`src/source/lsu_pkg.sv`:
```
// shared widths, access size encoding and the write buffer entry layout
// addresses are physical and aligned to the access size
// data is little endian, byte lane n holds address offset n

package lsu_pkg;

    localparam int addr_w = 32;
    localparam int data_w = 32;
    localparam int strb_w = data_w / 8;

    // access size, matches the encoding on the memory bus
    typedef enum logic [1:0] {
        size_byte = 2'd0,
        size_half = 2'd1,
        size_word = 2'd2
    } mem_size_t;

    // one posted store, data already shifted into its byte lanes
    typedef struct packed {
        logic [addr_w-1:0] addr;
        logic [data_w-1:0] data;
        logic [strb_w-1:0] strobe;
        mem_size_t         size;
    } pw_entry_t;

endpackage

```
`src/source/lsu_bus_master.sv`:
```
// drains the write buffer and runs uncached reads on one single-beat bus
// a beat is an address accept on bresp_ready_i, then one bresp_data_ok_i
// reads are only requested while the write machine is idle

`timescale 1ns/1ps

module lsu_bus_master
    import lsu_pkg::*;
(
    input  logic              clk,
    input  logic              rst_n,
    input  logic              fifo_empty_i,
    input  pw_entry_t         head_i,
    input  logic              rd_req_i,
    input  logic [addr_w-1:0] rd_addr_i,
    input  mem_size_t         rd_size_i,
    input  logic              bresp_ready_i,
    input  logic              bresp_data_ok_i,
    input  logic [data_w-1:0] bresp_rdata_i,
    output logic              pop_o,
    output logic              wr_idle_o,
    output logic              rd_done_o,
    output logic [data_w-1:0] rd_data_o,
    output logic              breq_valid_o,
    output logic              breq_write_o,
    output logic [addr_w-1:0] breq_addr_o,
    output mem_size_t         breq_size_o,
    output logic [strb_w-1:0] breq_strobe_o,
    output logic [data_w-1:0] breq_wdata_o
);

    typedef enum logic [1:0] {
        wr_empty,
        wr_addr,
        wr_data
    } wr_state_t;

    typedef enum logic [1:0] {
        rd_idle,
        rd_addr,
        rd_data
    } rd_state_t;

    wr_state_t wr_state_q;
    wr_state_t wr_state_d;
    rd_state_t rd_state_q;
    rd_state_t rd_state_d;
    logic      rd_active;

    // write drain machine
    always_comb begin
        wr_state_d = wr_state_q;
        pop_o      = 1'b0;
        case (wr_state_q)
            wr_empty: begin
                if (!fifo_empty_i) begin
                    pop_o      = 1'b1;
                    wr_state_d = wr_addr;
                end
            end
            wr_addr: begin
                if (bresp_ready_i) begin
                    wr_state_d = wr_data;
                end
            end
            wr_data: begin
                if (bresp_data_ok_i) begin
                    // next entry goes straight back to the address phase
                    if (!fifo_empty_i) begin
                        pop_o      = 1'b1;
                        wr_state_d = wr_addr;
                    end else begin
                        wr_state_d = wr_empty;
                    end
                end
            end
            default: begin
                wr_state_d = wr_empty;
            end
        endcase
    end

    // uncached read machine
    always_comb begin
        rd_state_d = rd_state_q;
        rd_done_o  = 1'b0;
        case (rd_state_q)
            rd_idle: begin
                if (rd_req_i) begin
                    rd_state_d = rd_addr;
                end
            end
            rd_addr: begin
                if (bresp_ready_i) begin
                    rd_state_d = rd_data;
                end
            end
            rd_data: begin
                if (bresp_data_ok_i) begin
                    rd_done_o  = 1'b1;
                    rd_state_d = rd_idle;
                end
            end
            default: begin
                rd_state_d = rd_idle;
            end
        endcase
    end

    always_ff @(posedge clk) begin
        if (!rst_n) begin
            wr_state_q <= wr_empty;
            rd_state_q <= rd_idle;
        end else begin
            wr_state_q <= wr_state_d;
            rd_state_q <= rd_state_d;
        end
    end

    assign rd_active = (rd_state_q != rd_idle);
    assign wr_idle_o = (wr_state_q == wr_empty);
    assign rd_data_o = bresp_rdata_i;

    // bus driven by whichever machine owns it
    assign breq_valid_o  = (wr_state_q == wr_addr) || (rd_state_q == rd_addr);
    assign breq_write_o  = !rd_active;
    assign breq_addr_o   = rd_active ? rd_addr_i : head_i.addr;
    assign breq_size_o   = rd_active ? rd_size_i : head_i.size;
    assign breq_strobe_o = rd_active ? '0 : head_i.strobe;
    assign breq_wdata_o  = head_i.data;

endmodule

```
`src/source/lsu_req_stage.sv`:
```
// request stage: formats stores for the write buffer and runs one load at a time
// a pending load is issued only once the buffer and the write machine are idle
// a store that finds the buffer full is held here and busy_o stays high

`timescale 1ns/1ps

module lsu_req_stage
    import lsu_pkg::*;
(
    input  logic              clk,
    input  logic              rst_n,
    input  logic              req_valid_i,
    input  logic              req_write_i,
    input  mem_size_t         req_size_i,
    input  logic              req_unsigned_i,
    input  logic [addr_w-1:0] req_addr_i,
    input  logic [data_w-1:0] req_wdata_i,
    input  logic              fifo_full_i,
    input  logic              fifo_empty_i,
    input  logic              wr_idle_i,
    input  logic              rd_done_i,
    input  logic [data_w-1:0] rd_data_i,
    output logic              busy_o,
    output logic [data_w-1:0] rdata_o,
    output logic              rvalid_o,
    output logic              push_o,
    output pw_entry_t         push_entry_o,
    output logic              rd_req_o,
    output logic [addr_w-1:0] rd_addr_o,
    output mem_size_t         rd_size_o
);

    typedef enum logic [1:0] {
        ld_idle,
        ld_wait,
        ld_issue,
        ld_resp
    } ld_state_t;

    ld_state_t         ld_state_q;
    ld_state_t         ld_state_d;
    logic              accept;
    logic              drained;
    logic              push_q;
    pw_entry_t         entry_q;
    logic [strb_w-1:0] st_strobe;
    logic [data_w-1:0] st_data;
    logic [addr_w-1:0] ld_addr_q;
    mem_size_t         ld_size_q;
    logic              ld_unsigned_q;
    logic [data_w-1:0] rd_lane;
    logic [data_w-1:0] rd_ext;
    logic [data_w-1:0] rdata_q;

    assign busy_o  = (ld_state_q != ld_idle) || fifo_full_i;
    assign accept  = req_valid_i && !busy_o;
    // an in-flight push has not reached the empty flag yet
    assign drained = fifo_empty_i && wr_idle_i && !push_q;

    // store lane strobe and data shift
    always_comb begin
        case (req_size_i)
            size_byte: st_strobe = 4'b0001 << req_addr_i[1:0];
            size_half: st_strobe = 4'b0011 << {req_addr_i[1], 1'b0};
            default:   st_strobe = 4'b1111;
        endcase
        st_data = req_wdata_i << {req_addr_i[1:0], 3'b000};
    end

    always_ff @(posedge clk) begin
        if (!rst_n) begin
            push_q <= 1'b0;
        end else if (!(push_q && fifo_full_i)) begin
            push_q <= accept && req_write_i;
        end
    end

    always_ff @(posedge clk) begin
        if (accept && req_write_i) begin
            entry_q.addr   <= req_addr_i;
            entry_q.data   <= st_data;
            entry_q.strobe <= st_strobe;
            entry_q.size   <= req_size_i;
        end
    end

    // load request latch
    always_ff @(posedge clk) begin
        if (accept && !req_write_i) begin
            ld_addr_q     <= req_addr_i;
            ld_size_q     <= req_size_i;
            ld_unsigned_q <= req_unsigned_i;
        end
    end

    always_comb begin
        ld_state_d = ld_state_q;
        case (ld_state_q)
            ld_idle: begin
                if (accept && !req_write_i) begin
                    ld_state_d = ld_wait;
                end
            end
            ld_wait: begin
                if (drained) begin
                    ld_state_d = ld_issue;
                end
            end
            ld_issue: begin
                if (rd_done_i) begin
                    ld_state_d = ld_resp;
                end
            end
            default: begin
                ld_state_d = ld_idle;
            end
        endcase
    end

    always_ff @(posedge clk) begin
        if (!rst_n) begin
            ld_state_q <= ld_idle;
        end else begin
            ld_state_q <= ld_state_d;
        end
    end

    // pick the addressed lanes and extend
    always_comb begin
        rd_lane = rd_data_i >> {ld_addr_q[1:0], 3'b000};
        case (ld_size_q)
            size_byte: rd_ext = {{24{rd_lane[7] & ~ld_unsigned_q}}, rd_lane[7:0]};
            size_half: rd_ext = {{16{rd_lane[15] & ~ld_unsigned_q}}, rd_lane[15:0]};
            default:   rd_ext = rd_lane;
        endcase
    end

    always_ff @(posedge clk) begin
        if (ld_state_q == ld_issue && rd_done_i) begin
            rdata_q <= rd_ext;
        end
    end

    assign rdata_o      = rdata_q;
    assign rvalid_o     = (ld_state_q == ld_resp);
    assign push_o       = push_q;
    assign push_entry_o = entry_q;
    assign rd_req_o     = (ld_state_q == ld_issue);
    assign rd_addr_o    = ld_addr_q;
    assign rd_size_o    = ld_size_q;

endmodule

```
`src/source/lsu_top.sv`:
```
// uncached load/store unit with a posted write buffer
// loads wait until all earlier stores have left the write buffer
// the request must be held by the driver while busy_o is high
// FIFO_DEPTH must be a power of two of at least 2

`timescale 1ns/1ps

module lsu_top
    import lsu_pkg::*;
#(
    parameter int FIFO_DEPTH = 4
) (
    input  logic              clk,
    input  logic              rst_n,

    input  logic              req_valid_i,
    input  logic              req_write_i,
    input  mem_size_t         req_size_i,
    input  logic              req_unsigned_i,
    input  logic [addr_w-1:0] req_addr_i,
    input  logic [data_w-1:0] req_wdata_i,
    output logic              busy_o,
    output logic [data_w-1:0] rdata_o,
    output logic              rvalid_o,

    output logic              breq_valid_o,
    output logic              breq_write_o,
    output logic [addr_w-1:0] breq_addr_o,
    output mem_size_t         breq_size_o,
    output logic [strb_w-1:0] breq_strobe_o,
    output logic [data_w-1:0] breq_wdata_o,
    input  logic              bresp_ready_i,
    input  logic              bresp_data_ok_i,
    input  logic [data_w-1:0] bresp_rdata_i
);

    // request stage to write buffer
    logic              push;
    pw_entry_t         push_entry;
    logic              fifo_full;
    logic              fifo_empty;

    // write buffer to bus master
    logic              pop;
    pw_entry_t         head;
    logic              wr_idle;

    // load path
    logic              rd_req;
    logic [addr_w-1:0] rd_addr;
    mem_size_t         rd_size;
    logic              rd_done;
    logic [data_w-1:0] rd_data;

    lsu_req_stage u_req_stage (
        .clk            (clk),
        .rst_n          (rst_n),
        .req_valid_i    (req_valid_i),
        .req_write_i    (req_write_i),
        .req_size_i     (req_size_i),
        .req_unsigned_i (req_unsigned_i),
        .req_addr_i     (req_addr_i),
        .req_wdata_i    (req_wdata_i),
        .fifo_full_i    (fifo_full),
        .fifo_empty_i   (fifo_empty),
        .wr_idle_i      (wr_idle),
        .rd_done_i      (rd_done),
        .rd_data_i      (rd_data),
        .busy_o         (busy_o),
        .rdata_o        (rdata_o),
        .rvalid_o       (rvalid_o),
        .push_o         (push),
        .push_entry_o   (push_entry),
        .rd_req_o       (rd_req),
        .rd_addr_o      (rd_addr),
        .rd_size_o      (rd_size)
    );

    post_write_fifo #(
        .FIFO_DEPTH (FIFO_DEPTH)
    ) u_post_write_fifo (
        .clk          (clk),
        .rst_n        (rst_n),
        .push_i       (push),
        .push_entry_i (push_entry),
        .pop_i        (pop),
        .head_o       (head),
        .full_o       (fifo_full),
        .empty_o      (fifo_empty)
    );

    lsu_bus_master u_bus_master (
        .clk             (clk),
        .rst_n           (rst_n),
        .fifo_empty_i    (fifo_empty),
        .head_i          (head),
        .rd_req_i        (rd_req),
        .rd_addr_i       (rd_addr),
        .rd_size_i       (rd_size),
        .bresp_ready_i   (bresp_ready_i),
        .bresp_data_ok_i (bresp_data_ok_i),
        .bresp_rdata_i   (bresp_rdata_i),
        .pop_o           (pop),
        .wr_idle_o       (wr_idle),
        .rd_done_o       (rd_done),
        .rd_data_o       (rd_data),
        .breq_valid_o    (breq_valid_o),
        .breq_write_o    (breq_write_o),
        .breq_addr_o     (breq_addr_o),
        .breq_size_o     (breq_size_o),
        .breq_strobe_o   (breq_strobe_o),
        .breq_wdata_o    (breq_wdata_o)
    );

endmodule

```
`src/source/post_write_fifo.sv`:
```
// posted write buffer, a circular buffer with wrap-bit pointers
// full and empty are registered, so a push is visible one cycle later
// push while full and pop while empty are ignored

`timescale 1ns/1ps

module post_write_fifo
    import lsu_pkg::*;
#(
    parameter int FIFO_DEPTH = 4
) (
    input  logic      clk,
    input  logic      rst_n,
    input  logic      push_i,
    input  pw_entry_t push_entry_i,
    input  logic      pop_i,
    output pw_entry_t head_o,
    output logic      full_o,
    output logic      empty_o
);

    localparam int idx_w = $clog2(FIFO_DEPTH);
    localparam int ptr_w = idx_w + 1;

    pw_entry_t        mem_q [FIFO_DEPTH];
    pw_entry_t        head_q;
    logic [ptr_w-1:0] wptr_q;
    logic [ptr_w-1:0] rptr_q;
    logic [ptr_w-1:0] count;
    logic [ptr_w-1:0] count_next;
    logic             full_q;
    logic             empty_q;
    logic             do_push;
    logic             do_pop;

    assign do_push    = push_i && !full_q;
    assign do_pop     = pop_i && !empty_q;
    assign count      = wptr_q - rptr_q;
    // flags look ahead at this cycle's push and pop
    assign count_next = count + ptr_w'(do_push) - ptr_w'(do_pop);

    always_ff @(posedge clk) begin
        if (!rst_n) begin
            wptr_q  <= '0;
            rptr_q  <= '0;
            full_q  <= 1'b0;
            empty_q <= 1'b1;
        end else begin
            wptr_q  <= wptr_q + ptr_w'(do_push);
            rptr_q  <= rptr_q + ptr_w'(do_pop);
            full_q  <= (count_next == ptr_w'(FIFO_DEPTH));
            empty_q <= (count_next == '0);
        end
    end

    always_ff @(posedge clk) begin
        if (do_push) begin
            mem_q[wptr_q[idx_w-1:0]] <= push_entry_i;
        end
        if (do_pop) begin
            head_q <= mem_q[rptr_q[idx_w-1:0]];
        end
    end

    assign head_o  = head_q;
    assign full_o  = full_q;
    assign empty_o = empty_q;

endmodule

```
`config.mk`:
```
export PLATFORM = sky130hd
export DESIGN_NAME = lsu_top
export DESIGN_NICKNAME = d
export VERILOG_FILES = /design/src/source/lsu_pkg.sv /design/src/source/lsu_bus_master.sv /design/src/source/lsu_req_stage.sv /design/src/source/lsu_top.sv /design/src/source/post_write_fifo.sv
export SDC_FILE = /design/constraint.sdc
export NUM_CORES = 1
export LEC_CHECK = 0
export BUFFER_PORTS_ARGS = -buffer_cell sky130_fd_sc_hd__buf_2
export CORE_MARGIN = 3
export CORE_UTILIZATION = 50
export CTS_CLUSTER_SIZE = 12
export DETAILED_ROUTE_END_ITERATION = 8
export GPL_TIMING_DRIVEN = 0
export PLACE_DENSITY = 0.82
export SLEW_MARGIN = 10
export SYNTH_ARGS = -nofsm -noshare
export SYNTH_HDL_FRONTEND = slang
export SYNTH_SLANG_ARGS = --single-unit
```
`constraint.sdc`:
```
create_clock -name clk -period 16.55 [get_ports clk]
set_input_delay 2.4825 -clock clk [delete_from_list [all_inputs] [get_ports clk]]
set_output_delay 2.4825 -clock clk [all_outputs]
set_load 0.01 [all_outputs]
```
* After elaboration in Yosys (flattened, before gate mapping) *
Memories as Yosys holds them, arrays and structs flattened. A register that Yosys moved wholly into a read port is not among the register bits.
Cells that the tools add are included.

cells by class
  shift-type cells = 4
  equality and inequality tests = 19
  add/sub/neg operators = 5
  reductions and logical operators = 28
  multiplexer cells = 24
  bitwise operators = 3

operator list
  kind                                             number
  case mux 32 bit (2 select lines)                 1
  2-to-1 mux 32 bit                                1
  << shifter 32 x 5 -> 32 bit                      1
  >> shifter 32 x 5 -> 32 bit                      1
  2-to-1 mux 2 bit                                 9
  case mux 2 bit (3 select lines)                  3
  != test 2 bit, second input constant             6
  == test 2 x 1 -> 1 bit, second input constant    5
  logical NOT 2 bit                                5
  adder 3 x 1 -> 3 bit                             3
  logical AND 1 bit                                9
  AND reduction 3 bit                              3
  == test 2 bit, second input constant             4
  case mux 4 bit (2 select lines)                  1
  2-to-1 mux 1 bit                                 7
  logical NOT 1 bit                                6
  != test 2 x 1 -> 1 bit, second input constant    3
  2-to-1 mux 4 bit                                 1
  nonzero test 2 bit                               2
  << shifter 1 x 2 -> 4 bit, first input constant  1
  << shifter 2 x 2 -> 4 bit, first input constant  1
  == test 3 bit, second input constant             1
  logical NOT 3 bit                                1
  subtractor 3 x 1 -> 3 bit                        1
  5 further kinds                                  7

storage, ports and cells
  word-level logic and storage cells = 100
  RAM bits = 280
  memories kept = 1
  bits of input ports = 105
  bits in registers = 152

memories
  name                     depth  width  rd ports  clocked after memory_dff  write ports  line                   source
  u_post_write_fifo.mem_q  4      70     1         1                         1            post_write_fifo.sv:25  pw_entry_t mem_q [FIFO_DEPTH];

* Depth between registers and ports, before layout *
  word-level depth = 7
  gate-level depth with buffers = 11
  depth with buffers taken out = 11

* Hierarchy *
Synthesis repeated with hierarchy kept, for this count alone.

unflattened totals
  cells, all modules = 955
  area, all modules = 19,468.7 um2

modules (own cells, without submodules)
  module           cells each  area an instance (um2)  times used
  post_write_fifo  479         12,731.0                1
  lsu_req_stage    346         5,604.1                 1
  lsu_bus_master   130         1,133.6                 1

* Worst setup path after synthesis *
Ideal clock, no wire load.

  kind = input to register
  start = in bresp_data_ok_i
  end = reg u_post_write_fifo.full_q (netlist: u_post_write_fifo.full_o)
  stages = 11
  path buffers = 0
  setup slack = 6,187 ps
  data arrival time = 10,247 ps
  library setup time = 115 ps
  path through = inv_1 -> a211oi_1 -> inv_1 -> fa_1 -> inv_1 -> fa_1 -> inv_1 -> ha_1 -> xor2_1 -> xnor2_1 -> and3_1

on the way
  word-level cells in the longest chain between the ends = 5

ends and longest elaborated chain
  element                          line                   source
  start: declaration               lsu_top.sv:33          input logic bresp_data_ok_i,
  2-to-1 mux 1 bit                 lsu_bus_master.sv:67   if (bresp_data_ok_i) begin
  case mux 1 bit (2 select lines)  lsu_bus_master.sv:54   case (wr_state_q)
  logical AND 1 bit                post_write_fifo.sv:37  assign do_pop = pop_i && !empty_q;
  via u_post_write_fifo.do_pop     post_write_fifo.sv:34  logic do_pop;
  subtractor 3 x 1 -> 3 bit        post_write_fifo.sv:40  assign count_next = count + ptr_w'(do_push) - ptr_w'(do_pop);
  == test 3 bit                    post_write_fifo.sv:51  full_q <= (count_next == ptr_w'(FIFO_DEPTH));
  end signal: assignment           post_write_fifo.sv:51
  end: declaration                 post_write_fifo.sv:31  logic full_q;

The timed path passes the listed nets, and every way through them passes these cells.
A chain may end at the register's enable or synchronous reset.

* Final worst setup path *
  start = reg u_bus_master.rd_state_q[1]
  end = out breq_addr_o[26]

on the way
  word-level cells in the longest chain between the ends = 2

ends and longest elaborated chain
  element                   line                   source
  start: declaration        lsu_bus_master.sv:46   rd_state_t rd_state_q;
  start signal: assignment  lsu_bus_master.sv:113  rd_state_q <= rd_idle;
  start signal: assignment  lsu_bus_master.sv:116  rd_state_q <= rd_state_d;
  nonzero test 2 bit        lsu_bus_master.sv:120  assign rd_active = (rd_state_q != rd_idle);
  2-to-1 mux 32 bit         lsu_bus_master.sv:127  assign breq_addr_o = rd_active ? rd_addr_i : head_i.addr;
  end: declaration          lsu_top.sv:28          output logic [addr_w-1:0] breq_addr_o,

Every way passes these cells.

==> run_results.csv <==
group,metric,value,unit
setup_path,end_kind,"primary output",
setup_path,crit_type,"reg -> out",
die,num_io_pins,211,
cts,cts_buffer_depth,3,
timing,max_freq,196,MHz
route,drt_wl_total,40.1,mm
timing,post-route-period-util,30.8,%
pwr,p_switching,0.968,mW
setup_path,r2r_slack,13420,ps
place,portBuffers,210,
pwr,power,3.59,mW
logic_synthesis,seq_area_frac_synth,78.3,%
cts,cts_setup_buffers,0,
hold_path,hold_class,"reg -> reg",
cts,cts_tree,"built",
timing,final.min_clock_period,5100,ps
setup_path,worstPathRequired,14070,ps
die,die_y,201,µm
global_route,grt_overflow,0,
cells_and_area,fill_cells,2641,
logic_synthesis,synth_cell_type_count,45,
die,die_x,201,µm
cts,clock_sinks,502,
setup_path,cp_cell_sequence,"nor2_1 -> buf_1 -> mux2_2 -> buf_2",
route,via_count,9715,
route,vias_per_cell,5.56,
route,dr.pass1.iters,5,
cts,ctsHoldBuffers,0,
logic_synthesis,syn_area,0.0191,mm²
die,die-area,0.0405,mm²
timing,fin_worst_skew,17.2,ps
job,cap_violations,0,
cells_and_area,fin_nets,1338,
logic_synthesis,avgSynthCellArea,20.4,µm²
cells_and_area,final-seq-area,0.0149,mm²
logic_synthesis,yosys_warnings,0,
cts,cts-resized-gates,0,
timing,max_slew_margin,34.7,%
cells_and_area,finalCoreUtilization,61.0,%
pwr,p_int,2.62,mW
timing,setup_viol,0,
timing,tns,0,ps
cells_and_area,area_growth,18.7,%
cts,cts_made_buffers,50,
pwr,pwr-share-clk,28.8,%
pwr,ir_drop,92.0,µV
timing,hold_viol_final,0,
place,routabilityCongestion,0.860,
logic_synthesis,synthFlopType,"edfxtp_1",
timing,worst_pin_slew,980,ps
cells_and_area,layout_commonest_cell,"edfxtp_1",
cts,htreeDepth,2,
route,remaining_drc_errors,0,
setup_path,critPathArrivalTime,2620,ps
timing,grt_setup_unrepaired,"no",
die,initial_core_util,51.4,%
setup_path,crit_slowest_cell,"buf_1",
pwr,leakage,7.87,nW
route,first_iter_violations,758,
logic_synthesis,ys_ff_latch,502,
route,avgRoutedWirePerCell,23.0,µm
cts,clock_latency,590,ps
setup_path,crit_fanout,10,
logic_synthesis,synth-edff-count,487,
setup_path,worstSetupStartpointType,"register",
pwr,pwr-share-comb,23.5,%
global_route,grt_pass1_vias,9971,
pwr,share_seq_of_total_power,47.6,%
die,rows,70,
global_route,grt_first_pass_wirelength,60.8,mm
timing,final-max-slew-violation-count,0,
global_route,grt_max_degree,48,
pwr,p_sw_share,27.0,%
pwr,power_density,158,mW/mm²
status,status,"complete, no violations",
die,core,0.0371,mm²
cells_and_area,multi_input_area,0.00373,mm²
place,hpwl,26.5,mm
global_route,track_usage,19.9,%
cts,root_buffer,"clkbuf_16",
setup_path,cpPeakStageDelay,780,ps
cts,clk_pin_slew,60,ps
global_route,grt_antenna_before_repair,0,
logic_synthesis,synth_cells,933,
logic_synthesis,ys_async_sr_fraction,0,%
cells_and_area,drive_gt1_share,37.8,%
route,ant_nets,0,
logic_synthesis,synth_fp_nets,1051,
cells_and_area,final_cell_mix,"487 x edfxtp_1, 225 x buf_2, 71 x mux4_2",
power by group through the flow:
stage / Clock [mW] / Sequential [mW] / Combinational [mW]
after global routing: 1.10 / 1.72 / 0.916
after floorplan: 0 / 1.73 / 0.529
final: 1.04 / 1.71 / 0.844
after CTS: 1.05 / 1.71 / 0.865
after detailed placement: 0 / 1.73 / 0.858
after global placement: 0 / 1.77 / 0.790
layout make-up:
class                   instances  share of cell area (%)
diodes                          1                  0.0110
plain buffers                  74                    1.89
clock buffers                  63                    5.83
clock inverters                12                   0.680
inverters                      13                   0.215
multi-input cells             344                    16.5
flip-flops and latches        502                    65.9
well taps                     504                    2.78
repair buffers                235                    6.24
logic make-up after synthesis:
kind of cell | after synthesis | share of synthesized area (%)
mux | 138 | 12.1
simple gates | 102 | 2.95
buf+inv | 87 | 2.50
flops | 502 | 78.3
xor+xnor | 5 | 0.230
fa+ha+maj | 13 | 0.932
compound gates | 86 | 3.02
flip-flops by register name (all words and copies together), names as in the netlist:
name                       count
u_post_write_fifo.mem_q      280
u_post_write_fifo.head_o      70
u_req_stage.push_entry_o      70
u_req_stage.rd_addr_o         32
u_req_stage.rdata_o           32
u_post_write_fifo.rptr_q       3
u_post_write_fifo.wptr_q       3
u_bus_master.rd_state_q        2
u_bus_master.wr_state_q        2
u_req_stage.ld_state_q         2
u_req_stage.rd_size_o          2
u_post_write_fifo.empty_o      1
u_post_write_fifo.full_o       1
u_req_stage.ld_unsigned_q      1
u_req_stage.push_o             1
critical path: cells and delay by family (launching register included):
family	cells	cell delay [ps]
AND/OR/NAND/NOR	1	310
buffers and inverters	2	940
multiplexers	1	450
flip-flops	1	350
path summary, 6_finish.rpt:
path	start	end	cells past startpoint
worst max-delay path	u_bus_master.rd_state_q[1]	breq_addr_o[26]	4
worst min-delay path	u_req_stage.push_entry_o[32]	u_post_write_fifo.mem_q[2][32]	0
worst max register to register	u_post_write_fifo.rptr_q[0]	u_post_write_fifo.empty_o	11
worst min register to register	u_req_stage.push_entry_o[32]	u_post_write_fifo.mem_q[2][32]	0
metrics by stage:
stage	instances	setup WS [ps]	hold slack (ps)	area (µm²)
after detailed placement	1672	11130	481	21200
final	1748	11450	487	22600
after global placement	1647	1290	466	20800
after floorplan	933	6190	459	19100
after CTS	1747	11330	493	22600
after global routing	1747	11320	509	22600
per-layer routing:
layer	GRT usage (%)	part of all wire [%]	vias up
met5	0	0	-
met4	7.30	3.1	0
met3	3.69	7.3	82
met2	32.7	48	443
met1	27.0	41	4930
li1	-	-	4260
Yosys cell counts, types with 15 or more instances:
cell      number  share of area [%]
a211oi_1      16               0.63
a21oi_1       28               0.73
and2_1        20               0.66
buf_2         15               0.39
buf_4         33                1.3
clkbuf_1      17               0.33
dfxtp_1       15                1.6
edfxtp_1     487                 77
mux2_2        34                2.0
mux2i_1       33                1.7
mux4_2        71                8.4
nand2_1       22               0.43
nor2_1        19               0.37
nor2b_1       18               0.59
(Power assumes the default switching activity.)
